## src/design/sha256_defines.svh

```systemverilog
/*
 * Shared constants for the pipelined SHA-256 core.
 * Included by the package and by modules that size logic from them.
 */

`ifndef SHA256_DEFINES_SVH
`define SHA256_DEFINES_SVH

// Pipeline depth, one register stage per round
`define SHA_ROUNDS 61

`define SHA_WORD_W 32
`define SHA_MSG_WORDS 8

// Padding for a single 256-bit message
`define SHA_PAD_WORD 32'h80000000
`define SHA_LEN_WORD 32'd256

`endif

```

## src/design/sha256_pkg.sv

```systemverilog
/*
 * Types, round constants and sigma helpers for the SHA-256 pipeline.
 * Imported by every module of the core.
 */

`default_nettype none

`include "sha256_defines.svh"

package sha256_pkg;

	typedef logic [`SHA_WORD_W-1:0] word_t;

	// Element 0 feeds the current round
	typedef word_t [15:0] window_t;

	typedef word_t [`SHA_MSG_WORDS-1:0] msg_t;

	typedef struct packed {
		word_t a;
		word_t b;
		word_t c;
		word_t d;
		word_t e;
		word_t f;
		word_t g;
		word_t h;
	} state_t;

	localparam word_t K_TABLE [64] = '{
		32'h428a2f98, 32'h71374491, 32'hb5c0fbcf, 32'he9b5dba5,
		32'h3956c25b, 32'h59f111f1, 32'h923f82a4, 32'hab1c5ed5,
		32'hd807aa98, 32'h12835b01, 32'h243185be, 32'h550c7dc3,
		32'h72be5d74, 32'h80deb1fe, 32'h9bdc06a7, 32'hc19bf174,
		32'he49b69c1, 32'hefbe4786, 32'h0fc19dc6, 32'h240ca1cc,
		32'h2de92c6f, 32'h4a7484aa, 32'h5cb0a9dc, 32'h76f988da,
		32'h983e5152, 32'ha831c66d, 32'hb00327c8, 32'hbf597fc7,
		32'hc6e00bf3, 32'hd5a79147, 32'h06ca6351, 32'h14292967,
		32'h27b70a85, 32'h2e1b2138, 32'h4d2c6dfc, 32'h53380d13,
		32'h650a7354, 32'h766a0abb, 32'h81c2c92e, 32'h92722c85,
		32'ha2bfe8a1, 32'ha81a664b, 32'hc24b8b70, 32'hc76c51a3,
		32'hd192e819, 32'hd6990624, 32'hf40e3585, 32'h106aa070,
		32'h19a4c116, 32'h1e376c08, 32'h2748774c, 32'h34b0bcb5,
		32'h391c0cb3, 32'h4ed8aa4a, 32'h5b9cca4f, 32'h682e6ff3,
		32'h748f82ee, 32'h78a5636f, 32'h84c87814, 32'h8cc70208,
		32'h90befffa, 32'ha4506ceb, 32'hbef9a3f7, 32'hc67178f2
	};

	function automatic word_t round_k(input int unsigned idx);
		return K_TABLE[idx];
	endfunction

	function automatic word_t rotr(input word_t x, input int unsigned n);
		return (x >> n) | (x << (`SHA_WORD_W - n));
	endfunction

	function automatic word_t big_sigma0(input word_t x);
		return rotr(x, 2) ^ rotr(x, 13) ^ rotr(x, 22);
	endfunction

	function automatic word_t big_sigma1(input word_t x);
		return rotr(x, 6) ^ rotr(x, 11) ^ rotr(x, 25);
	endfunction

	// Schedule sigmas end in a plain shift
	function automatic word_t small_sigma0(input word_t x);
		return rotr(x, 7) ^ rotr(x, 18) ^ (x >> 3);
	endfunction

	function automatic word_t small_sigma1(input word_t x);
		return rotr(x, 17) ^ rotr(x, 19) ^ (x >> 10);
	endfunction

endpackage

`default_nettype wire

```

## src/design/sha256_out_ctrl.sv

```systemverilog
/*
 * Output stage of the pipeline.
 * Counts advances until the pipeline is full, then captures the last
 * round state on every advance and raises valid for good.
 */

`default_nettype none

`include "sha256_defines.svh"

module sha256_out_ctrl import sha256_pkg::*; (
	input  wire    CLK,
	input  wire    RST,
	input  logic   write_en_i,
	input  state_t state_i,
	output state_t digest_o,
	output logic   valid_o
);

	localparam int CNT_W = $clog2(`SHA_ROUNDS + 1);

	logic [CNT_W-1:0] fill_cnt;
	logic             full;
	state_t           digest_q;
	logic             valid_q;

	assign full = (fill_cnt == CNT_W'(`SHA_ROUNDS));

	always_ff @(posedge CLK or negedge RST) begin
		if (!RST) begin
			fill_cnt <= '0;
			digest_q <= '0;
			valid_q  <= 1'b0;
		end else if (write_en_i) begin
			if (full) begin
				digest_q <= state_i;
				valid_q  <= 1'b1;
			end else begin
				// Still filling
				fill_cnt <= fill_cnt + 1'b1;
			end
		end
	end

	assign digest_o = digest_q;
	assign valid_o  = valid_q;

endmodule

`default_nettype wire

```

## config.mk

```make
export PLATFORM = sky130hd
export DESIGN_NAME = sha256_out_ctrl
export DESIGN_NICKNAME = d
export VERILOG_FILES = /design/src/design/sha256_pkg.sv /design/src/design/sha256_out_ctrl.sv
export VERILOG_INCLUDE_DIRS = /design/src /design/src/design
export SDC_FILE = /design/constraint.sdc
export NUM_CORES = 1
export LEC_CHECK = 0
export ABC_AREA = 1
export BUFFER_PORTS_ARGS = -buffer_cell sky130_fd_sc_hd__buf_2
export CORE_AREA = 2 2 201 203
export CTS_CLUSTER_SIZE = 28
export DETAILED_ROUTE_END_ITERATION = 16
export DIE_AREA = 0 0 203 205
export MAX_ROUTING_LAYER = met4
export PLACE_DENSITY = 0.66
export RECOVER_POWER = 25
export SETUP_SLACK_MARGIN = 0.3
export SLEW_MARGIN = 0
export SYNTH_ARGS = -nofsm -noshare
export SYNTH_HDL_FRONTEND = slang
export SYNTH_SLANG_ARGS = --single-unit
export TNS_END_PERCENT = 10
```

## constraint.sdc

```tcl
create_clock -name CLK -period 1.4 [get_ports CLK]
set_input_delay 0.21 -clock CLK [delete_from_list [all_inputs] [get_ports CLK]]
set_output_delay 0.21 -clock CLK [all_outputs]
set_load 0.01 [all_outputs]
```

==> flow_metrics.env <==
export IMPL_first_iter_violations=595
export IMPL_fin_skew_ns=0.00996
export IMPL_seqPwrFrac_pct=44.3
export IMPL_holdPathStages=4
export IMPL_post_route_min_period_ns=1.54
export IMPL_startpoint_type="register"
export IMPL_nNetsFinal=2203
export IMPL_overflow=0
export IMPL_p_sw_share_pct=22.4
export IMPL_reg2reg_depth=8
export IMPL_path_buf_inv=3
export IMPL_firstDrtPassIters=6
export IMPL_via_count=10700
export IMPL_post_cts_buffers=0
export IMPL_synth_distinct_cells=17
export IMPL_yosysSeqAreaShare_pct=57.5
export IMPL_ant_nets=0
export IMPL_synth_avg_cell_area_um2=10.1
export IMPL_cts_inserted_buffers=29
export IMPL_routedWlPerCell_um=14.9
export IMPL_hold_start="write_en_i"
export IMPL_final_area_um2=18600
export IMPL_crit_type="reg -> reg"
export IMPL_cts_max_level=1
export IMPL_drv_cap=0
export IMPL_setup_slack_ns=-0.144
export IMPL_drv_slew=0
export IMPL_leakagePower_nw=10.6
export IMPL_synth_fp_nets=1390
export IMPL_syn_inst=1129
export IMPL_relSlewSlack_pct=47.8
export IMPL_irDropWorstVdd_uv=963
export IMPL_grt_pass1_wl_um=57200
export IMPL_fmax_mhz=648
export IMPL_path_cells="ha_2 -> nand2_2 -> inv_2 -> nand3_4 -> buf_12 -> buf_16 -> nand2_1 -> o21ai_1"
export IMPL_min_path_type="in -> reg"
export IMPL_place_gp_congestion=0.878
export IMPL_initial_core_util_pct=29.0
export IMPL_die_area_um2=41600
export IMPL_setup_violations=254
export IMPL_finalHoldViolations=0
export IMPL_grt_use_total_pct=17.5
export IMPL_grt_max_degree=74
export IMPL_reg2reg_slack_ns=-0.14
export IMPL_area_delta_synth_final_pct=62.9
export IMPL_worstMarginPinSlew_ns=0.783
export IMPL_clk_latency_ns=0.54
export IMPL_status="finished, violations left"
export IMPL_io_buffer_count=515
export IMPL_yosysWarnings=0
export IMPL_cpPeakStageDelay_ns=0.38
export IMPL_finish_utilization_pct=47.3
export IMPL_end_kind="register"
export IMPL_rsz0062_at_grt="yes"
export IMPL_r2r_end="digest_o[31]"
export IMPL_drive_above_1_share_pct=46.2
export IMPL_numClockSinks=263
export IMPL_antenna_found_initial=1
export IMPL_seq_area_um2=6580
export IMPL_netlist_area_um2=11400
export IMPL_min_to="fill_cnt[0]"
export IMPL_p_comb_share_pct=10.0
export IMPL_reg2reg_from="fill_cnt[0]"
export IMPL_dp_hpwl_um=23000
export IMPL_power_switching_mw=3.90
export IMPL_grt_pass1_vias=11300
export IMPL_dieWidth_um=203
export IMPL_cts_clk_slew_worst_paths_ns=0.06
export IMPL_cp_max_fo=28
export IMPL_fin_crit_sh_pct=110
export IMPL_multi_input_area_um2=3420
export IMPL_ios=516
export IMPL_placed_area_um2=14700
export IMPL_clock_path_buffers=3
export IMPL_cts_tree="built"
export IMPL_die_h_um=205
export IMPL_cp_data_required_time_ns=1.85
export IMPL_row_count=73
export IMPL_powerDensity_nw_per_um2=936
export IMPL_arrival_ns=1.99
export IMPL_core_um2=39400
export IMPL_yosys_register_bits=263
export IMPL_cpMaxStageDelayCell="dfrtp_1"
export IMPL_violations="setup timing"
export IMPL_cts_root_buf="clkbuf_16"
export IMPL_clockPowerShare_pct=45.6
export IMPL_drcViolationCount=0
export IMPL_path_delay_family="buffers and inverters"
export IMPL_num_fill_cells=3341
export IMPL_intPower_mw=13.5
export IMPL_via_per_inst=4.30
export IMPL_wirelength_um=37200
-- how the worst max path moves through the flow --
stage | cells past startpoint | startpoint | endpoint | slack (ns)
floorplan | 7 | fill_cnt[0] | digest_o[100] | 0.02
CTS | 9 | fill_cnt[1] | digest_o[137] | -0.12
finish | 8 | fill_cnt[0] | digest_o[31] | -0.14
global route | 9 | fill_cnt[1] | digest_o[63] | -0.20
detailed placement | 8 | fill_cnt[0] | digest_o[63] | -0.11
global placement | 8 | fill_cnt[0] | digest_o[95] | -0.09
-- power groups by stage --
stage	registers, mW	logic, mW	clock network, mW
detailed placement	7.86	1.16	0
finish	7.72	1.75	7.95
global placement	7.86	1.14	0
floorplan	7.90	0.370	0
global route	7.73	1.93	8.44
CTS	7.72	1.73	8.18
-- cell families (layout without fill, tap and decap cells) --
| family | after synthesis | after routing | share of synthesized area, % |
|---|---|---|---|
| buffers and inverters | 320 | 1154 | 13.9 |
| xor gates and xnor gates | 3 | 3 | 0.230 |
| other | 0 | 1 | 0 |
| DFF | 263 | 263 | 57.5 |
| and+or+nand+nor | 283 | 283 | 9.57 |
| AOI/OAI and AO/OA | 258 | 258 | 18.5 |
| adders and majority gates | 2 | 2 | 0.219 |
-- stage by stage --
stage / instances / worst slack (ns) / TNS, ns / total power [mW] / hold slack [ns]
after global routing: 2489 / -0.203 / -34.11 / 18.1 / 0.0991
after floorplan: 1129 / 0.0210 / 0 / 8.27 / -0.0856
final: 2489 / -0.144 / -15.67 / 17.4 / 0.0761
after global placement: 2176 / -0.0947 / -11.67 / 9.00 / 0.129
after CTS: 2486 / -0.121 / -18.12 / 17.6 / 0.0995
after detailed placement: 2176 / -0.114 / -13.43 / 9.02 / 0.127
-- synthesized netlist by cell type, drive strengths merged --
cell type,number,area (µm²)
buf,52,586
nor2,2,15.0
ha,2,25.0
nand3,4,32.5
clkbuf,4,15.0
nand2,275,1030
xnor2,2,17.5
xor2,1,8.76
inv,264,991
nand4,2,12.5
o21ai,258,2120
dfrtp,263,6580
-- cell type report --
class                           count  share of cell area (%)
Tap cell                          525                    3.53
Antenna cell                        1                  0.0134
Multi-Input combinational cell    546                    18.4
Timing Repair Buffer              838                    32.1
Clock inverter                     12                   0.880
Sequential cell                   263                    35.3
Clock buffer                       40                    4.49
Inverter                          264                    5.32
-- worst reg2reg max path: stages, from the launching register on --
cell	delay, ns
dfrtp_1	0.38
ha_2	0.18
nand2_2	0.08
inv_2	0.05
nand3_4	0.09
buf_12	0.23
buf_16	0.22
nand2_1	0.09
o21ai_1	0.13
-- layer usage --
layer	vias up	global-route usage [%]	wire length, µm
li1	5019	-	-
met1	5035	18.9	13800
met2	527	30.6	19000
met3	116	3.88	2750
met4	0	8.47	1610
met5	-	-	0
-- flip-flops by register name, indices dropped and copies added, names as in the netlist --
register / flops
digest_o: 256
fill_cnt: 6
valid_o: 1
-- repair_timing --
| action | in CTS | in global routing |
|---|---|---|
| gates cloned | 0 | 2 |
| endpoints found under the setup margin | 519 | 519 |
| pin swaps | 0 | 0 |
| hold buffers | 258 | 0 |
| endpoints found under the hold margin | 520 | 0 |
| gates resized for setup | 12 | 85 |
-- cell usage in the layout (no fill, tap or decap) --
cell type,count
xor2_1,1
buf_8,1
clkbuf_8,7
nand3_4,1
inv_1,263
ha_1,1
bufinv_16,4
clkbuf_16,31
clkbuf_1,11
nor2_1,1
diode_2,1
o21ai_0,4
buf_2,495
o21ai_2,226
nand4_1,2
inv_2,1
inv_6,1
nor2_4,1
nand2_1,220
clkbuf_2,1
clkbuf_4,1
xnor2_1,2
dlygate4sd3_1,258
buf_16,3
buf_12,9
ha_2,1
clkinv_2,7
buf_4,38
buf_6,23
dfrtp_1,263
o21ai_1,28
nand3_1,3
nand2_2,55
Note: power is estimated with default switching activity, not from simulation.
