**config.mk**
```make
export PLATFORM = sky130hd
export DESIGN_NAME = sha256_round
export DESIGN_NICKNAME = d
export VERILOG_FILES = /design/src/design/sha256_pkg.sv /design/src/design/sha256_round.sv
export VERILOG_INCLUDE_DIRS = /design/src /design/src/design
export SDC_FILE = /design/constraint.sdc
export NUM_CORES = 1
export LEC_CHECK = 0
export ABC_AREA = 1
export BUFFER_PORTS_ARGS = -buffer_cell sky130_fd_sc_hd__buf_2
export CAP_MARGIN = 20
export CORE_AREA = 2 2 215 217
export CTS_BUF_LIST = sky130_fd_sc_hd__clkbuf_8
export DETAILED_ROUTE_END_ITERATION = 12
export DIE_AREA = 0 0 217 219
export PLACE_DENSITY = 0.75
export SLEW_MARGIN = 20
export SYNTH_ARGS = -nofsm -noshare
export SYNTH_HDL_FRONTEND = slang
export SYNTH_SLANG_ARGS = --single-unit
```
**constraint.sdc**
```tcl
create_clock -name CLK -period 1.5 [get_ports CLK]
set_clock_uncertainty 0.05 [all_clocks]
set_input_delay 0.225 -clock CLK [delete_from_list [all_inputs] [get_ports CLK]]
set_output_delay 0.225 -clock CLK [all_outputs]
set_load 0.02 [all_outputs]
```
**src/design/sha256_defines.svh**
```systemverilog
/*
 * Shared constants for the pipelined SHA-256 core.
 * Included by the package and by modules that size logic from them.
 */

`ifndef SHA256_DEFINES_SVH
`define SHA256_DEFINES_SVH

// Pipeline depth, one register stage per round
`define SHA_ROUNDS 61

`define SHA_WORD_W 32
`define SHA_MSG_WORDS 8

// Padding for a single 256-bit message
`define SHA_PAD_WORD 32'h80000000
`define SHA_LEN_WORD 32'd256

`endif

```
**src/design/sha256_pkg.sv**
```systemverilog
/*
 * Types, round constants and sigma helpers for the SHA-256 pipeline.
 * Imported by every module of the core.
 */

`default_nettype none

`include "sha256_defines.svh"

package sha256_pkg;

	typedef logic [`SHA_WORD_W-1:0] word_t;

	// Element 0 feeds the current round
	typedef word_t [15:0] window_t;

	typedef word_t [`SHA_MSG_WORDS-1:0] msg_t;

	typedef struct packed {
		word_t a;
		word_t b;
		word_t c;
		word_t d;
		word_t e;
		word_t f;
		word_t g;
		word_t h;
	} state_t;

	localparam word_t K_TABLE [64] = '{
		32'h428a2f98, 32'h71374491, 32'hb5c0fbcf, 32'he9b5dba5,
		32'h3956c25b, 32'h59f111f1, 32'h923f82a4, 32'hab1c5ed5,
		32'hd807aa98, 32'h12835b01, 32'h243185be, 32'h550c7dc3,
		32'h72be5d74, 32'h80deb1fe, 32'h9bdc06a7, 32'hc19bf174,
		32'he49b69c1, 32'hefbe4786, 32'h0fc19dc6, 32'h240ca1cc,
		32'h2de92c6f, 32'h4a7484aa, 32'h5cb0a9dc, 32'h76f988da,
		32'h983e5152, 32'ha831c66d, 32'hb00327c8, 32'hbf597fc7,
		32'hc6e00bf3, 32'hd5a79147, 32'h06ca6351, 32'h14292967,
		32'h27b70a85, 32'h2e1b2138, 32'h4d2c6dfc, 32'h53380d13,
		32'h650a7354, 32'h766a0abb, 32'h81c2c92e, 32'h92722c85,
		32'ha2bfe8a1, 32'ha81a664b, 32'hc24b8b70, 32'hc76c51a3,
		32'hd192e819, 32'hd6990624, 32'hf40e3585, 32'h106aa070,
		32'h19a4c116, 32'h1e376c08, 32'h2748774c, 32'h34b0bcb5,
		32'h391c0cb3, 32'h4ed8aa4a, 32'h5b9cca4f, 32'h682e6ff3,
		32'h748f82ee, 32'h78a5636f, 32'h84c87814, 32'h8cc70208,
		32'h90befffa, 32'ha4506ceb, 32'hbef9a3f7, 32'hc67178f2
	};

	function automatic word_t round_k(input int unsigned idx);
		return K_TABLE[idx];
	endfunction

	function automatic word_t rotr(input word_t x, input int unsigned n);
		return (x >> n) | (x << (`SHA_WORD_W - n));
	endfunction

	function automatic word_t big_sigma0(input word_t x);
		return rotr(x, 2) ^ rotr(x, 13) ^ rotr(x, 22);
	endfunction

	function automatic word_t big_sigma1(input word_t x);
		return rotr(x, 6) ^ rotr(x, 11) ^ rotr(x, 25);
	endfunction

	// Schedule sigmas end in a plain shift
	function automatic word_t small_sigma0(input word_t x);
		return rotr(x, 7) ^ rotr(x, 18) ^ (x >> 3);
	endfunction

	function automatic word_t small_sigma1(input word_t x);
		return rotr(x, 17) ^ rotr(x, 19) ^ (x >> 10);
	endfunction

endpackage

`default_nettype wire

```
**src/design/sha256_round.sv**
```systemverilog
/*
 * One SHA-256 compression round with its pipeline register.
 * ROUND_IDX selects the round constant.
 */

`default_nettype none

module sha256_round import sha256_pkg::*; #(
	parameter int ROUND_IDX = 0
) (
	input  wire    CLK,
	input  wire    RST,
	input  logic   write_en_i,
	input  state_t state_i,
	input  word_t  w_i,
	output state_t state_o
);

	word_t  ch;
	word_t  maj;
	word_t  t1;
	word_t  t2;
	state_t state_next;
	state_t state_q;

	assign ch  = (state_i.e & state_i.f) ^ (~state_i.e & state_i.g);
	assign maj = (state_i.a & state_i.b) ^ (state_i.a & state_i.c) ^ (state_i.b & state_i.c);

	assign t1 = state_i.h + big_sigma1(state_i.e) + ch + round_k(ROUND_IDX) + w_i;
	assign t2 = big_sigma0(state_i.a) + maj;

	// Shift the working variables down by one
	assign state_next.a = t1 + t2;
	assign state_next.b = state_i.a;
	assign state_next.c = state_i.b;
	assign state_next.d = state_i.c;
	assign state_next.e = state_i.d + t1;
	assign state_next.f = state_i.e;
	assign state_next.g = state_i.f;
	assign state_next.h = state_i.g;

	always_ff @(posedge CLK or negedge RST) begin
		if (!RST) begin
			state_q <= '0;
		end else if (write_en_i) begin
			state_q <= state_next;
		end
	end

	assign state_o = state_q;

endmodule

`default_nettype wire

```
==> metrics.txt, run 1 <==
pre-CTS WS=-4.154 ns; die height=219 µm; status=complete, but fails checks; Syn. warnings=0; slowest CP cell=fa_1; initial antenna violation count=17; layout cell share with drive strength beyond 1=0.4483; Pre-antenna DRT Iters=8; worst endpoint required time=1.98 ns; DRC=0; die area=47520 µm²; IO Port Bufs=546; Tcrit/Tclk final=3.337; Max FO, Critical Path=4; Clock Sinks=256; io pins=547; Final Net Count=4494; Seq/Total Area, Yosys=0.3163; Congestion Overflow GR=0; Starting Density=0.4492; max FFs per register=256; final-report setup violation count=86; Final Hold Fails=4; Via density=5.533; CTS tree=built; Final Critical Period=5.006 ns; compound-cell area share of the yosys netlist=0.09532; Synth Area in XOR/XNOR=0.07784; CP max stage delay=0.52 ns; Seq. cell area=6407 µm²; clk root buf=clkbuf_8; Worst-Margin Slew=0.6863 ns; CP Capture Type=register; normalized max-slew margin=0.5376; Post-Syn Area=20250 µm²; post-synthesis simple-gate area fraction=0.2391; Worst setup SP type=primary input; Worst-path clk slew=0.07 ns; Worst Hold Depth=4; largest family of logic cells by synthesized area=simple AND/OR/NAND/NOR gates; worst skew pair latency=0.64 ns; PnR worst setup slack=-3.506 ns; Syn Inst Count=2726; Synth Area in Adders=0.1696; max_cap viols=0; Fillers=2695; area of the multi-input gates=15430 µm²; failing checks=negative hold slack, negative setup slack; library cells used by synthesis=47; clock buffer count from CTS=44; RSZ-0062 raised after global routing=yes; Final Wtd Congestion=0.9928; arrival time at the worst endpoint=5.49 ns; Hold WC Path Type=in2reg; Hold WS=-0.1422 ns; vias in the first global route=26030; area grow syn2layout=72.81%; vias post-DR=25610; row count=78; Wirelength per Cell=22.63 µm; maximum clock rate=199.8 MHz; GRT Overall Usage=0.4010; Core Region=45090 µm²; clock buffer depth=3; cell mode on critical path=nand2_1; Post-Route WL=104800 µm; H-tree Lvls=2; Mapped Nets=3233; critical path class=in2reg; Post-DRT Antenna Nets=0; DP HPWL=67800 µm; first-pass GRT wire length=144500 µm; Seq cells post-synth=256; die width=217 µm; Post-Syn Area per Cell=7.430 µm²; # hold bufs at CTS=181; largest net degree at the start of global routing=76; Pins Over Slew Limit=0; multiplexer share of the synthesized area=0.006425; R2R depth=2; drt first-iter violations=2218
synthesized netlist by cell type (all sizes together):
| master | count | area, µm² |
|---|---|---|
| nor3b | 1 | 18.77 |
| a21oi | 120 | 630.6 |
| buf | 7 | 36.28 |
| mux2i | 13 | 130.1 |
| a31oi | 17 | 106.4 |
| dfrtp | 256 | 6406 |
| a31o | 1 | 8.760 |
| o221ai | 2 | 17.52 |
| maj3 | 2 | 20.02 |
| nand3 | 90 | 460.4 |
| and3 | 1 | 6.260 |
| o21a | 11 | 82.58 |
| inv | 402 | 1509 |
| nor3 | 14 | 75.07 |
| nor4 | 3 | 18.77 |
| a221oi | 1 | 8.760 |
| clkbuf | 102 | 386.6 |
| a211oi | 1 | 7.510 |
| nand2 | 936 | 3523 |
| xor2 | 86 | 753.2 |
| nand4 | 26 | 162.7 |
| ha | 121 | 1514 |
| o31ai | 1 | 7.510 |
| o21bai | 33 | 255.2 |
| nor2 | 123 | 469.2 |
| a21o | 9 | 67.56 |
| a21boi | 2 | 15.01 |
| o2111ai | 1 | 8.760 |
| fa | 95 | 1902 |
| xnor2 | 94 | 823.3 |
| nand3b | 6 | 45.04 |
| or2 | 10 | 62.56 |
| o21ai | 139 | 714.4 |
timing repair:
item / in CTS / in global routing
gates cloned: 0 / 0
endpoints found under the setup margin: 96 / 225
setup buffers: 61 / 36
endpoints found under the hold margin: 450 / 4
resized for setup: 420 / 346
pin swaps: 143 / 160
worst paths after layout:
kind                                             to                      from  slack [ns]
max                        state_o[248]$_DFFE_PN0P_              state_i[114]       -3.51
min                         state_o[96]$_DFFE_PN0P_              state_i[128]       -0.14
max reg2reg                state_o[142]$_DFFE_PN0P_  state_o[142]$_DFFE_PN0P_        0.52
min reg2reg                state_o[123]$_DFFE_PN0P_  state_o[123]$_DFFE_PN0P_        0.41
max in group asynchronous   state_o[50]$_DFFE_PN0P_                       RST        0.81
min in group asynchronous  state_o[144]$_DFFE_PN0P_                       RST        0.15
cells by family (layout without fill, tap and decap cells):
| logic type | Yosys count | in the layout |
|---|---|---|
| simple gates | 1210 | 1210 |
| other cells | 0 | 14 |
| xor+xnor | 180 | 180 |
| fa+ha+maj | 218 | 218 |
| buf+inv | 511 | 1800 |
| compound gates | 338 | 338 |
| mux | 13 | 13 |
| flops | 256 | 256 |
cell type report:
class	instances	share of cell area
antenna	14	0.001001
clock inverter	25	0.006685
clock buffer	49	0.01927
tap	600	0.02145
sequential	256	0.1831
multi-input combinational	1959	0.4409
inverter	402	0.04390
timing repair buffer	1324	0.2837
stage by stage:
step	instance area, µm²	hold slack [ns]	setup TNS [ns]	instances	util
finish	35000	-0.1422	-170.99	4629	0.7762
global route	34990	-0.09850	-180.43	4627	0.7761
CTS	33330	-0.1512	-160.63	4585	0.7393
detailed placement	28310	0.06321	-215.32	4270	0.6279
global placement	28310	0.06478	-213.19	4270	0.6279
floorplan	21230	-0.1206	-172.39	2726	-
critical path, delay by kind of cell:
family	cells	cell delay [ns]
buffers and inverters	8	0.87
adders and majority gates	6	2.39
AOI/OAI and AO/OA	3	0.43
muxes	1	0.36
xor gates and xnor gates	1	0.17
and+or+nand+nor	9	1.05
cells in the final DEF (no fill, tap or decap), types with 23 or more instances in the layout:
cell,n
a21oi_1,48
a21oi_2,37
a21oi_4,35
buf_2,480
buf_4,520
buf_6,118
clkbuf_8,49
dfrtp_1,255
dlygate4sd3_1,180
fa_1,80
ha_1,49
ha_4,71
inv_1,318
inv_2,80
nand2_1,837
nand2_2,71
nand2_4,23
nand3_1,61
nand3_2,23
nand4_1,26
nor2_1,52
nor2_2,40
nor2_4,31
o21ai_0,62
o21ai_1,39
o21ai_2,23
o21bai_1,25
xnor2_1,69
xor2_1,66
per-layer routing:
metal,routed length (µm),track usage,up-vias
met3,10790,0.1052,756
li1,-,-,10980
met4,11320,0.3400,8
met2,48810,0.6854,1885
met1,33740,0.4110,11990
met5,100,0.005208,-
Power of run 1 is left out: the tool's default activity adds up to more than one toggle a clock period on the data nets, which glitch-free logic cannot reach.
==> inputs of run 2 (changes only) <==
CORE_AREA = 2 2 213 215   (was 2 2 215 217)
DIE_AREA = 0 0 215 217   (was 0 0 217 219)
PLACE_DENSITY = 0.76   (was 0.75)
==> run 2 against run 1 <==
  * The flow still finishes with violations (negative hold slack, negative setup slack)
  * Worst hold slack improved by 0.016 ns
  * Final cell count increased by 0.32%
  * Register-to-register slack got worse by 0.34 ns
  * Via count decreased by 0.80%
  * Routed wire length decreased by 2.1%
  * Non-clock buffer count increased by 6
  * Die area decreased by 1.8%
  * Worst setup slack improved by 0.072 ns
  * Count of clock-buffer cells in the layout increased by 8
  * Core utilization increased by 0.66 points
  * Critical endpoint unchanged
==> metrics.txt, run 2 (synthesis gave the netlist of run 1 again) <==
CP Capture Type=register; die width=215 µm; setup_tns=-175.07 ns; Metal-1 WL=35300 µm; GRT Overall Usage=0.4071; # hold bufs at CTS=198; Pre-antenna DRT Iters=6; clk root buf=clkbuf_8; Post-Route WL=102600 µm; most frequent cells in the layout=nand2_1 (837), buf_4 (508), buf_2 (492), inv_1 (320), dfrtp_1 (255); IO Port Bufs=546; Final Hold Fails=3; Hold WC Path Type=in2reg; Starting Density=0.4531; Worst-path clk slew=0.06 ns; drt first-iter violations=2624; io pins=547; first-pass GRT wire length=145100 µm; vias in the first global route=25390; DR top layer=met5; fin util=0.7829; maximum clock rate=202.7 MHz; DRC=0; Via density=5.471; Tcrit/Tclk final=3.290; layout cell share with drive strength beyond 1=0.4451; Final Wtd Congestion=0.9920; kind of cell adding the most delay to the critical path=adder cells; Congestion Overflow GR=0; Hold WS=-0.1264 ns; largest net degree at the start of global routing=70; Post-DRT Antenna Nets=0; worst skew pair latency=0.63 ns; max_cap viols=0; cell mode on critical path=nand2_1; row count=78; area grow syn2layout=72.77%; max FFs per register=256; Wirelength per Cell=22.09 µm; Final Critical Period=4.935 ns; Worst-Margin Slew=0.6226 ns; metal3 WL=10160 µm; H-tree Lvls=2; die height=217 µm; met2 wire len=46960 µm; initial antenna violation count=20; most common cell after layout, fill and taps aside=nand2_1; RSZ-0062 raised after global routing=yes; Core Region=44700 µm²; DP HPWL=69870 µm; Clock Sinks=256; Worst setup SP type=primary input; Max FO, Critical Path=4; worst endpoint required time=1.97 ns; failing checks=negative hold slack, negative setup slack; buffers plus inverters on the worst setup path=7; Fillers=2726; die area=46660 µm²; normalized max-slew margin=0.5806; clock buffer depth=3; PnR worst setup slack=-3.435 ns; vias post-DR=25410; Final Net Count=4503; CP max stage delay=0.52 ns; Pins Over Slew Limit=0; CTS tree=built; slowest CP cell=fa_1; arrival time at the worst endpoint=5.41 ns; critical path class=in2reg; clock buffer count from CTS=47; final-report setup violation count=104; status=complete, but fails checks
## run 2: changes by cell type in the layout (fill, tap and decap cells not counted), moves of 5 or more
cell	change
a21oi_1	-9
a21oi_2	+11
buf_2	+12
buf_4	-12
buf_6	-12
clkbuf_8	+8
clkinv_2	-7
dlygate4sd3_1	+17
xnor2_2	-5
## run 2: worst reg2reg max path, cell delays in order (launching register included)
cell,delay [ns]
dfrtp_1,0.40
nand2_1,0.12
nand2_1,0.06
dlygate4sd3_1,0.57
## run 2: final timing paths
check                      cells past startpoint                       end               startpoint  slack, ns
hold / removal                                 4   state_o[96]$_DFFE_PN0P_             state_i[128]      -0.13
max in group asynchronous                      3   state_o[61]$_DFFE_PN0P_                      RST       0.74
hold reg to reg                                2   state_o[64]$_DFFE_PN0P_  state_o[64]$_DFFE_PN0P_       0.41
min in group asynchronous                      2  state_o[251]$_DFFE_PN0P_                      RST       0.06
setup reg to reg                               3   state_o[81]$_DFFE_PN0P_  state_o[81]$_DFFE_PN0P_       0.18
setup / recovery                              32  state_o[248]$_DFFE_PN0P_              state_i[98]      -3.43
## run 2: timing repair
action / CTS / global route
buffers inserted: 33 / 32
endpoints found under the hold margin: 446 / 3
setup endpoints to repair: 130 / 193
resized for setup: 381 / 353
pin swaps: 156 / 185
## run 2: through the flow
step | setup slack (ns) | area [µm²] | std cells
5_1_grt | -3.629 | 34990 | 4643
3_5_place_dp | -4.175 | 28550 | 4293
6_report | -3.435 | 34990 | 4644
4_1_cts | -3.244 | 33360 | 4604
3_3_place_gp | -4.181 | 28550 | 4293
2_1_floorplan | -3.476 | 21230 | 2726
## run 2: area by class of cell
| cell class | instances | area [µm²] | share of cell area |
|---|---|---|---|
| inverters | 402 | 1541 | 0.04405 |
| flip-flops and latches | 256 | 6407 | 0.1831 |
| clock buffers | 57 | 784.5 | 0.02242 |
| well taps | 600 | 750.7 | 0.02145 |
| diodes | 13 | 32.53 | 0.0009297 |
| repair buffers | 1330 | 9972 | 0.2850 |
| multi-input cells | 1959 | 15310 | 0.4376 |
| clock inverters | 27 | 191.4 | 0.005471 |
## run 2: per-layer routing
| layer | global-route usage | up-vias |
|---|---|---|
| li1 | - | 11020 |
| met2 | 0.6901 | 1761 |
| met3 | 0.09238 | 649 |
| met4 | 0.2828 | 12 |
| met1 | 0.4577 | 11970 |
| met5 | 0 | - |
Power of run 2 is left out for the same reason.
