[src/design/sha256_defines.svh]
/*
 * Shared constants for the pipelined SHA-256 core.
 * Included by the package and by modules that size logic from them.
 */

`ifndef SHA256_DEFINES_SVH
`define SHA256_DEFINES_SVH

// Pipeline depth, one register stage per round
`define SHA_ROUNDS 61

`define SHA_WORD_W 32
`define SHA_MSG_WORDS 8

// Padding for a single 256-bit message
`define SHA_PAD_WORD 32'h80000000
`define SHA_LEN_WORD 32'd256

`endif

[src/design/sha256_pkg.sv]
/*
 * Types, round constants and sigma helpers for the SHA-256 pipeline.
 * Imported by every module of the core.
 */

`default_nettype none

`include "sha256_defines.svh"

package sha256_pkg;

	typedef logic [`SHA_WORD_W-1:0] word_t;

	// Element 0 feeds the current round
	typedef word_t [15:0] window_t;

	typedef word_t [`SHA_MSG_WORDS-1:0] msg_t;

	typedef struct packed {
		word_t a;
		word_t b;
		word_t c;
		word_t d;
		word_t e;
		word_t f;
		word_t g;
		word_t h;
	} state_t;

	localparam word_t K_TABLE [64] = '{
		32'h428a2f98, 32'h71374491, 32'hb5c0fbcf, 32'he9b5dba5,
		32'h3956c25b, 32'h59f111f1, 32'h923f82a4, 32'hab1c5ed5,
		32'hd807aa98, 32'h12835b01, 32'h243185be, 32'h550c7dc3,
		32'h72be5d74, 32'h80deb1fe, 32'h9bdc06a7, 32'hc19bf174,
		32'he49b69c1, 32'hefbe4786, 32'h0fc19dc6, 32'h240ca1cc,
		32'h2de92c6f, 32'h4a7484aa, 32'h5cb0a9dc, 32'h76f988da,
		32'h983e5152, 32'ha831c66d, 32'hb00327c8, 32'hbf597fc7,
		32'hc6e00bf3, 32'hd5a79147, 32'h06ca6351, 32'h14292967,
		32'h27b70a85, 32'h2e1b2138, 32'h4d2c6dfc, 32'h53380d13,
		32'h650a7354, 32'h766a0abb, 32'h81c2c92e, 32'h92722c85,
		32'ha2bfe8a1, 32'ha81a664b, 32'hc24b8b70, 32'hc76c51a3,
		32'hd192e819, 32'hd6990624, 32'hf40e3585, 32'h106aa070,
		32'h19a4c116, 32'h1e376c08, 32'h2748774c, 32'h34b0bcb5,
		32'h391c0cb3, 32'h4ed8aa4a, 32'h5b9cca4f, 32'h682e6ff3,
		32'h748f82ee, 32'h78a5636f, 32'h84c87814, 32'h8cc70208,
		32'h90befffa, 32'ha4506ceb, 32'hbef9a3f7, 32'hc67178f2
	};

	function automatic word_t round_k(input int unsigned idx);
		return K_TABLE[idx];
	endfunction

	function automatic word_t rotr(input word_t x, input int unsigned n);
		return (x >> n) | (x << (`SHA_WORD_W - n));
	endfunction

	function automatic word_t big_sigma0(input word_t x);
		return rotr(x, 2) ^ rotr(x, 13) ^ rotr(x, 22);
	endfunction

	function automatic word_t big_sigma1(input word_t x);
		return rotr(x, 6) ^ rotr(x, 11) ^ rotr(x, 25);
	endfunction

	// Schedule sigmas end in a plain shift
	function automatic word_t small_sigma0(input word_t x);
		return rotr(x, 7) ^ rotr(x, 18) ^ (x >> 3);
	endfunction

	function automatic word_t small_sigma1(input word_t x);
		return rotr(x, 17) ^ rotr(x, 19) ^ (x >> 10);
	endfunction

endpackage

`default_nettype wire

[src/design/sha256_sched.sv]
/*
 * Sliding-window message schedule stage.
 * Drops the oldest word and appends the next expanded word each advance.
 */

`default_nettype none

module sha256_sched import sha256_pkg::*; (
	input  wire     CLK,
	input  wire     RST,
	input  logic    write_en_i,
	input  window_t window_i,
	output window_t window_o
);

	word_t   w_new;
	window_t window_next;
	window_t window_q;

	// W[t] from W[t-2], W[t-7], W[t-15] and W[t-16]
	assign w_new = small_sigma1(window_i[14]) + window_i[9]
		+ small_sigma0(window_i[1]) + window_i[0];

	assign window_next = {w_new, window_i[15:1]};

	always_ff @(posedge CLK or negedge RST) begin
		if (!RST) begin
			window_q <= '0;
		end else if (write_en_i) begin
			window_q <= window_next;
		end
	end

	assign window_o = window_q;

endmodule

`default_nettype wire

[config.mk]
export PLATFORM = sky130hd
export DESIGN_NAME = sha256_sched
export DESIGN_NICKNAME = d
export VERILOG_FILES = /design/src/design/sha256_pkg.sv /design/src/design/sha256_sched.sv
export VERILOG_INCLUDE_DIRS = /design/src /design/src/design
export SDC_FILE = /design/constraint.sdc
export NUM_CORES = 1
export LEC_CHECK = 0
export BUFFER_PORTS_ARGS = -buffer_cell sky130_fd_sc_hd__buf_2
export CAP_MARGIN = 0
export CELL_PAD_IN_SITES_DETAIL_PLACEMENT = 0
export CELL_PAD_IN_SITES_GLOBAL_PLACEMENT = 1
export CORE_AREA = 3 3 394 396
export CTS_BUF_LIST = sky130_fd_sc_hd__clkbuf_4
export CTS_CLUSTER_DIAMETER = 60
export DETAILED_ROUTE_END_ITERATION = 7
export DIE_AREA = 0 0 397 399
export HOLD_SLACK_MARGIN = 0.08
export PLACE_DENSITY_LB_ADDON = 0.12
export SYNTH_ARGS = -nofsm -noshare
export SYNTH_HDL_FRONTEND = slang
export SYNTH_SLANG_ARGS = --single-unit
[constraint.sdc]
create_clock -name CLK -period 1.1 [get_ports CLK]
set_clock_uncertainty 0.05 [all_clocks]
set_input_delay 0.055 -clock CLK [delete_from_list [all_inputs] [get_ports CLK]]
set_output_delay 0.055 -clock CLK [all_outputs]
set_load 0.05 [all_outputs]
==> PnR_summary.wiki, run 1 <==
{| class="wikitable"
! Metric !! Value
|-
| Number of enable-type register cells in the synthesized netlist || 0
|-
| Count of synthesis-stage warnings from yosys || 0
|-
| Number of buffers created by CTS || 163
|-
| Cts-stage hold buffer count || 1047
|-
| Count of cell types in the netlist || 50
|-
| Syn avg cell area || 14.23 sq um
|-
| Number of buffers inserted to repair setup after CTS || between 50 and 60
|-
| Post-synthesis adder-cell area fraction || between 7 and 8%
|-
| Post-synthesis sequential area ratio || 55.22%
|-
| Clk buf depth || 3
|-
| Post-Synthesis Cell Area || 23200 sq um
|-
| Main combinational cell family by area after synthesis || multiplexers
|-
| Share of cell area taken by muxes after synthesis || 24.36%
|-
| Share of flip-flops with an asynchronous set or reset || between 90% and 100%
|-
| Die X-Extent || 397 um
|-
| Stage at which the run stopped || 4_1_cts
|-
| Result of the run || stopped before the end
|-
| Total number of H-tree levels || 4
|-
| Post-CTS resize count || 1080
|-
| Boundary pin count || 1027
|-
| Synthesized netlist net count || about 2200
|-
| Synth Area in Simple Gates || 1.709%
|-
| GP Congestion || between 0.8 and 0.9
|-
| Site Rows || about 140
|-
| Synthesis-stage register bit count || 512
|-
| Parity-gate share of the synthesized area counting xor and xnor cells || under 10%
|-
| Number of placed instances with taps included || 4893
|-
| Post-Syn Instances || approximately 1600
|-
| Initial standard-cell utilization of the core || ~15%
|-
| DIE HEIGHT || 399 um
|-
| Synth Flop Type || sky130_fd_sc_hd__dfrtp_1
|-
| Post-synthesis compound-gate area fraction || under 10%
|-
| IO Port Bufs || 1026
|-
| First error || [ERROR RSZ-0060] Max buffer count reached.
|-
| Clock Sink Count || 512
|-
| Clock tree root buffer cell || sky130_fd_sc_hd__clkbuf_4
|-
| DP HPWL || around 99000 um
|}
per-stage QoR:
step / instance area, sq um / setup TNS, ps / hold slack, ps / worst slack [ps] / util (%)
after detailed placement: 33160 / -129110 / -10.66 / -3225 / 21.83
after floorplan: 23400 / -63350 / -290.6 / -2581 / -
after global placement: 33160 / -125300 / -5.630 / -3205 / 21.83
Yosys cell counts (2+ instances only):
| library cell | number | area (sq um) |
|---|---|---|
| sky130_fd_sc_hd__inv_1 | 126 | 473.0 |
| sky130_fd_sc_hd__nand3_1 | 17 | 85.08 |
| sky130_fd_sc_hd__o31ai_1 | 5 | 37.54 |
| sky130_fd_sc_hd__mux2_2 | 501 | 5642 |
| sky130_fd_sc_hd__clkbuf_1 | 68 | 255.2 |
| sky130_fd_sc_hd__xor2_1 | 52 | 455.4 |
| sky130_fd_sc_hd__and2_1 | 2 | 12.51 |
| sky130_fd_sc_hd__a31oi_1 | 8 | 50.05 |
| sky130_fd_sc_hd__a31o_2 | 2 | 17.52 |
| sky130_fd_sc_hd__o21ai_0 | 6 | 30.03 |
| sky130_fd_sc_hd__fa_1 | 62 | 1241 |
| sky130_fd_sc_hd__and3_1 | 5 | 31.28 |
| sky130_fd_sc_hd__a41oi_1 | 2 | 17.52 |
| sky130_fd_sc_hd__xnor2_1 | 89 | 779.5 |
| sky130_fd_sc_hd__a211o_1 | 3 | 26.28 |
| sky130_fd_sc_hd__nor3_1 | 5 | 25.02 |
| sky130_fd_sc_hd__a211oi_1 | 5 | 37.54 |
| sky130_fd_sc_hd__or2_2 | 2 | 12.51 |
| sky130_fd_sc_hd__nand2_1 | 18 | 67.56 |
| sky130_fd_sc_hd__ha_1 | 31 | 387.9 |
| sky130_fd_sc_hd__o21bai_1 | 4 | 30.03 |
| sky130_fd_sc_hd__a21oi_1 | 27 | 135.1 |
| sky130_fd_sc_hd__a221o_1 | 3 | 30.03 |
| sky130_fd_sc_hd__o21a_1 | 3 | 22.52 |
| sky130_fd_sc_hd__nor2_1 | 22 | 82.58 |
| sky130_fd_sc_hd__a21o_1 | 19 | 142.6 |
| sky130_fd_sc_hd__o211ai_1 | 3 | 22.52 |
| sky130_fd_sc_hd__nand4_1 | 8 | 50.05 |
| sky130_fd_sc_hd__dfrtp_1 | 512 | 12810 |
cells by family after synthesis:
kind of cell,Yosys count
AOI/OAI and AO/OA,104
xor gates and xnor gates,141
adders and majority gates,93
buffers and inverters,196
DFF,512
muxes,502
and+or+nand+nor,83
==> inputs of run 2 (changes only) <==
CELL_PAD_IN_SITES_DETAIL_PLACEMENT = unset   (was 0)
CELL_PAD_IN_SITES_GLOBAL_PLACEMENT = unset   (was 1)
CORE_AREA = 3 3 399 401   (was 3 3 394 396)
CTS_BUF_LIST = unset   (was sky130_fd_sc_hd__clkbuf_4)
CTS_CLUSTER_DIAMETER = unset   (was 60)
DIE_AREA = 0 0 402 404   (was 0 0 397 399)
HOLD_SLACK_MARGIN = unset   (was 0.08)
PLACE_DENSITY_LB_ADDON = 0.15   (was 0.12)
==> run 2 against run 1 <==
  * The flow now finishes, with violations (negative hold slack, negative setup slack)
  * Synthesized cell count unchanged
  * Area after synthesis unchanged
==> PnR_summary.wiki, run 2 <==
{| class="wikitable"
! Metric !! Value
|-
| Accumulated negative setup slack || -197670 ps
|-
| Post-layout minimum cycle time || between 3000 and 4000 ps
|-
| Cts-stage hold buffer count || 494
|-
| Most instantiated library cell after synthesis || sky130_fd_sc_hd__dfrtp_1
|-
| Clock Sink Count || between 500 and 600
|-
| Area enclosed by the die boundary || roughly 160000 sq um
|-
| Hold Fails Final Rpt || 7
|-
| Failing checks || negative hold slack, negative setup slack
|-
| Busiest metal layer after global routing || met2
|-
| DIE HEIGHT || slightly above 400 um
|-
| IO Port Bufs || 1026
|-
| Leak || about 21 nW
|-
| Die X-Extent || 402 um
|-
| GRT overflow || 0
|-
| All-Layer GR Usage || 14.68%
|-
| Total number of H-tree levels || 3
|-
| Clock transition at the registers of the reported paths || approximately 60 ps
|-
| Worst Path Class, Setup || in -> reg
|-
| Hold_ws || -17.45 ps
|-
| Wire length of the first global-routing pass || 170700 um
|-
| Share of cells above drive strength 1 || 58.75%
|-
| Area of the multi-input gates || 10360 sq um
|-
| Crit Reg-Reg Startpoint || window_o[298]
|-
| Post-synthesis sequential area ratio || 55.22%
|-
| Placed inst area || 33450 sq um
|-
| Syn avg cell area || 14.23 sq um
|-
| Max reg flops || 512
|-
| Synthesis-stage register bit count || 512
|-
| Clock latency at the later pin of the worst-skew pair || approximately 640 ps
|-
| Synth top cells by count || sky130_fd_sc_hd__dfrtp_1 (512), sky130_fd_sc_hd__mux2_2 (501), sky130_fd_sc_hd__inv_1 (126)
|-
| Synth Flop Type || sky130_fd_sc_hd__dfrtp_1
|-
| Worst slew pin tran || about 880 ps
|-
| Violation count after the first detailed-route iteration || 694
|-
| Final-report setup violation count || 816
|-
| Top area cells in the synthesized netlist || sky130_fd_sc_hd__dfrtp_1 (55%), sky130_fd_sc_hd__mux2_2 (24%), sky130_fd_sc_hd__fa_1 (5.3%)
|-
| Highest net fanout along the worst path || 3
|-
| Via count of the first global-routing pass || between 20000 and 25000
|-
| # DRC || 0
|-
| Type of origin of the critical path || input pin
|-
| Synthesized netlist net count || 2239
|-
| Pwr Density || 1977 nW/um^2
|-
| Initial standard-cell utilization of the core || 14.87%
|-
| Maximum Capacitance Violations || 0
|-
| Vias/cell || 3.591
|-
| Top-area cell type share of the netlist area || between 50 and 60%
|-
| Total Routed Length || 121300 um
|-
| Count of cell types in the netlist || 50
|-
| Most frequent standard cell in the layout excluding fill and tap cells || sky130_fd_sc_hd__buf_6
|-
| Routed length per placed instance || ~21 um
|-
| Arrival time reported for the critical path endpoint || slightly below 4000 ps
|-
| Initial antenna violation count || 46
|-
| DP HPWL || 98710 um
|-
| Post-Syn Instances || 1631
|-
| Fraction of met2 tracks used by global routing || between 20 and 25%
|-
| Core area || 156000 sq um
|-
| Pin count of the biggest net entering global routing || 79
|-
| Clk buf depth || 3
|-
| Highest-count cells in the layout ignoring fill and taps || sky130_fd_sc_hd__buf_6 (532), sky130_fd_sc_hd__dfrtp_1 (507), sky130_fd_sc_hd__buf_2 (502)
|-
| Count of synthesis-stage warnings from yosys || 0
|-
| Result of the run || finished with violations
|-
| Number of detailed-routing iterations run before antenna repair || 5
|-
| Total number of vias || 20390
|-
| Number of enable-type register cells in the synthesized netlist || 0
|-
| Worst supply voltage drop on vdd || 1.049 mV
|-
| Fmax achieved || ~0.29 GHz
|-
| Critical path origin || window_i[466]
|-
| Capturing element type of the critical path || flip-flop
|-
| CTS tree || built
|-
| Final Worst Setup Slack || -2341 ps
|-
| Number of buffers created by CTS || 74
|-
| Clock tree root buffer cell || sky130_fd_sc_hd__clkbuf_16
|-
| M1 GR Usage || 17.50%
|-
| Count of antenna-violating nets left after detailed routing || 0
|-
| Period utilization || 312.8%
|-
| Tightest Hold Check Type || in -> async
|-
| Slew HR || 41.09%
|-
| FF/Latch Area || about 13000 sq um
|-
| Total of fill cells in the finished design || between 15000 and 20000
|-
| Site Rows || 145
|-
| Post-Synthesis Cell Area || 23200 sq um
|-
| Area of all placed cells without fillers || 45570 sq um
|-
| Final Net Count || approximately 4200
|-
| Share of flip-flops with an asynchronous set or reset || between 90% and 100%
|-
| GP Congestion || 0.8182
|-
| Count of pins over their slew limit || 0
|-
| Boundary pin count || 1027
|-
| Met3 Track Usage GR || 4.392%
|-
| Most area-hungry cell type in the Yosys netlist || sky130_fd_sc_hd__dfrtp_1
|-
| Critical path required time || 1570 ps
|-
| RSZ-0062 raised after global routing || true
|-
| Layout overhead on the synthesized area || 96.39%
|}
run 2: cell counts after synthesis:
No cell type changed its count.
run 2: path summary, 6_finish.rpt:
path,end,slack (ps),cells after the start
max,window_o[503],-2340,15
min,window_o[452],-20,3
max reg2reg,window_o[298],10,3
min reg2reg,window_o[334],480,1
max in group asynchronous,window_o[436],-160,4
min in group CLK,window_o[43],50,4
run 2: metal layers:
layer  up-vias  wire, um
li1       9441         -
met1     10070     49390
met2       679     59650
met3       186      7908
met4        20      4227
met5         -       138
run 2: cells by family after synthesis:
family | count (synthesis) | synth area share, %
XOR/XNOR | 141 | 5.323
adder cells (fa/ha/maj) | 93 | 7.021
buffers and inverters | 196 | 3.176
AO/OA/AOI/OAI | 104 | 3.193
flip-flops | 512 | 55.22
AND/OR/NAND/NOR | 83 | 1.709
multiplexers | 502 | 24.36
run 2: through the flow:
step                      util (%)  total power [W]  instances  setup WS [ps]
after floorplan                  -          0.04250       1631          -2581
final                        29.21          0.09010       5679          -2341
after global placement       21.44          0.05679       4947          -3409
after global routing         29.18          0.09518       5665          -2423
after detailed placement     21.44          0.05673       4947          -3441
after CTS                    28.97          0.09081       5641          -2319
run 2: repair_timing:
| action | 4_1_cts | 5_1_grt |
|---|---|---|
| buffers inserted | 67 | 20 |
| hold endpoints to repair | 1012 | 9 |
| gates resized for setup | 1144 | 36 |
| setup endpoints to repair | 544 | 1194 |
| pin swaps | 72 | 37 |
run 2: cell type report:
cell class                      count  area share [%]
Tap cell                         2058           5.651
Inverter                          126           1.038
Timing Repair Buffer             1906           36.88
Sequential cell                   512           28.13
Clock inverter                     29          0.8485
Multi-Input combinational cell    923           22.73
Clock buffer                      106           4.616
Antenna cell                       19          0.1043
run 2: report_power, final:
group          leakage [nW]  switching [W]  internal, W  total, W
sequential             5.98        0.00180       0.0213    0.0231
clock                  1.23        0.00984       0.0148    0.0247
combinational          13.7         0.0227       0.0196    0.0423
run 2: worst max-delay path, cell delays in order:
cell,delay [ps]
sky130_fd_sc_hd__buf_8,110
sky130_fd_sc_hd__xor2_2,170
sky130_fd_sc_hd__xnor2_2,220
sky130_fd_sc_hd__fa_1,440
sky130_fd_sc_hd__inv_1,70
sky130_fd_sc_hd__fa_1,410
sky130_fd_sc_hd__ha_2,220
sky130_fd_sc_hd__fa_2,390
sky130_fd_sc_hd__a21o_1,200
sky130_fd_sc_hd__a221o_1,380
sky130_fd_sc_hd__a211o_4,410
sky130_fd_sc_hd__a41oi_4,290
sky130_fd_sc_hd__o21ai_4,120
sky130_fd_sc_hd__xor2_1,150
sky130_fd_sc_hd__mux2_2,260
Note: power is estimated with default switching activity, not from simulation.
==> inputs of run 3 (changes only) <==
CORE_AREA = 3 3 402 404   (was 3 3 399 401)
DIE_AREA = 0 0 405 407   (was 0 0 402 404)
==> run 3 against run 2 <==
  * Via count is 0.77% lower
  * The flow finishes with violations (negative setup slack)
  * Fmax is 1.2% higher
  * Core utilization fell by 0.60 points
  * Combinational power fell by 2%
  * Critical path depth rose by 1
  * Sequential power hardly changed
==> PnR_summary.wiki, run 3 (synthesis gave the netlist of run 2 again) <==
{| class="wikitable"
! Metric !! Value
|-
| Failing checks || negative setup slack
|-
| Critical path required time || 1610 ps
|-
| Total number of H-tree levels || 3
|-
| Final Net Count || approximately 4100
|-
| Worst supply voltage drop on vdd || approximately 1.1 mV
|-
| IO Port Bufs || 1026
|-
| Clock transition at the registers of the reported paths || 60 ps
|-
| Area enclosed by the die boundary || about 160000 sq um
|-
| Wire length of the first global-routing pass || 165800 um
|-
| Leak || 20.67 nW
|-
| Capturing element type of the critical path || flip-flop
|-
| Count of antenna-violating nets left after detailed routing || 0
|-
| GP Congestion || 0.7942
|-
| Busiest metal layer after global routing || met2
|-
| Share of cells above drive strength 1 || 58.03%
|-
| Type of origin of the critical path || input pin
|-
| Most frequent standard cell in the layout excluding fill and tap cells || sky130_fd_sc_hd__buf_6
|-
| Met3 Track Usage GR || 4.326%
|-
| Core area || 158200 sq um
|-
| Violation count after the first detailed-route iteration || 513
|-
| Clock tree root buffer cell || sky130_fd_sc_hd__clkbuf_16
|-
| Highest net fanout along the worst path || 3
|-
| Initial antenna violation count || 22
|-
| Die X-Extent || between 400 and 500 um
|-
| Total Routed Length || approximately 120000 um
|-
| Fraction of met2 tracks used by global routing || 24.59%
|-
| Place WS || -3360 ps
|-
| Vias/cell || between 3 and 4
|-
| Period utilization || 309.2%
|-
| Hold_ws || around 53 ps
|-
| Tightest Hold Check Type || in -> reg
|-
| Total number of vias || 20240
|-
| CTS tree || built
|-
| Via count of the first global-routing pass || around 23000
|-
| Clock Sink Count || 512
|-
| Routed length per placed instance || 21.03 um
|-
| Worst slew pin tran || 664.8 ps
|-
| Register-to-register setup slack || 50 ps
|-
| DIE HEIGHT || around 410 um
|-
| # DRC || 0
|-
| Site Rows || 146
|-
| Maximum Capacitance Violations || 0
|-
| Count of pins over their slew limit || 0
|-
| Post-layout minimum cycle time || 3401 ps
|-
| DP HPWL || 96710 um
|-
| Result of the run || finished with violations
|-
| Number of detailed-routing iterations run before antenna repair || 6
|-
| Pwr Density || 1973 nW/um^2
|-
| Pin count of the biggest net entering global routing || 41
|-
| GRT overflow || 0
|-
| M1 GR Usage || roughly 16%
|-
| All-Layer GR Usage || 14.11%
|-
| Clock latency at the later pin of the worst-skew pair || 660 ps
|-
| Layout overhead on the synthesized area || 95.02%
|-
| Final Worst Setup Slack || -2301 ps
|-
| Arrival time reported for the critical path endpoint || between 3000 and 4000 ps
|-
| RSZ-0062 raised after global routing || true
|-
| Slew HR || 55.54%
|-
| Accumulated negative setup slack || -428270 ps
|-
| Clk buf depth || 3
|-
| Number of buffers created by CTS || 74
|-
| Hold Fails Final Rpt || 0
|-
| Highest-count cells in the layout ignoring fill and taps || sky130_fd_sc_hd__buf_6 (524), sky130_fd_sc_hd__dfrtp_1 (505), sky130_fd_sc_hd__buf_2 (501)
|-
| Placed inst area || ~33000 sq um
|-
| Area of all placed cells without fillers || 45250 sq um
|-
| Boundary pin count || 1027
|-
| Fmax achieved || just under 0.3 GHz
|-
| Max reg flops || 512
|-
| Worst Path Class, Setup || in -> reg
|-
| Initial standard-cell utilization of the core || about 15%
|-
| Final-report setup violation count || 1448
|}
-- run 3: layout make-up --
type	instances	area (sq um)
diodes	11	27.53
clock buffers	106	2102
clock inverters	26	404.1
fillers	16540	112900
inverters	126	473.0
multi-input cells	923	10270
flip-flops and latches	512	12820
well taps	2072	2592
repair buffers	1874	16560
-- run 3: routing by layer --
layer | vias up | wire [um]
met1 | 10080 | 46600
met5 | - | 72
met4 | 10 | 4419
met3 | 165 | 7630
met2 | 612 | 60100
li1 | 9374 | -
-- run 3: where the power goes --
| group | switching (W) | total (W) | internal [W] |
|---|---|---|---|
| clock network | 0.0100 | 0.0247 | 0.0147 |
| logic | 0.0222 | 0.0415 | 0.0193 |
| registers | 0.00178 | 0.0231 | 0.0213 |
| total | 0.0340 | 0.0893 | 0.0553 |
-- run 3: stage by stage --
step	util, %	total power, W	std cells
6_report	28.60	0.08927	5650
5_1_grt	28.59	0.09439	5641
4_1_cts	28.40	0.09031	5619
3_5_place_dp	21.10	0.05660	4948
3_3_place_gp	21.10	0.05668	4948
2_1_floorplan	-	0.04250	1631
-- run 3: path summary, 6_finish.rpt --
kind	depth (start not counted)	startpoint	endpoint
setup / recovery	16	window_i[468]	window_o[495]
hold / removal	4	window_i[288]	window_o[480]
setup reg to reg	3	window_o[41]	window_o[41]
hold reg to reg	1	window_o[103]	window_o[103]
max in group asynchronous	5	RST	window_o[153]
min in group asynchronous	4	RST	window_o[459]
-- run 3: worst max-delay path, stage by stage --
cell	delay, ps
sky130_fd_sc_hd__buf_6	100
sky130_fd_sc_hd__xor2_2	170
sky130_fd_sc_hd__xnor2_2	160
sky130_fd_sc_hd__fa_1	510
sky130_fd_sc_hd__inv_2	40
sky130_fd_sc_hd__fa_1	520
sky130_fd_sc_hd__ha_4	200
sky130_fd_sc_hd__fa_2	380
sky130_fd_sc_hd__a21o_1	180
sky130_fd_sc_hd__a221o_1	380
sky130_fd_sc_hd__a211o_4	400
sky130_fd_sc_hd__a41oi_4	260
sky130_fd_sc_hd__buf_4	150
sky130_fd_sc_hd__buf_4	90
sky130_fd_sc_hd__xnor2_1	50
sky130_fd_sc_hd__mux2_2	250
-- run 3: what timing repair did --
action,in CTS,in global routing
resized for setup,1125,28
endpoints found under the hold margin,1009,65
setup buffers,55,19
pin swaps,73,23
gates cloned,0,0
hold buffers,491,4
setup endpoints to repair,544,1511
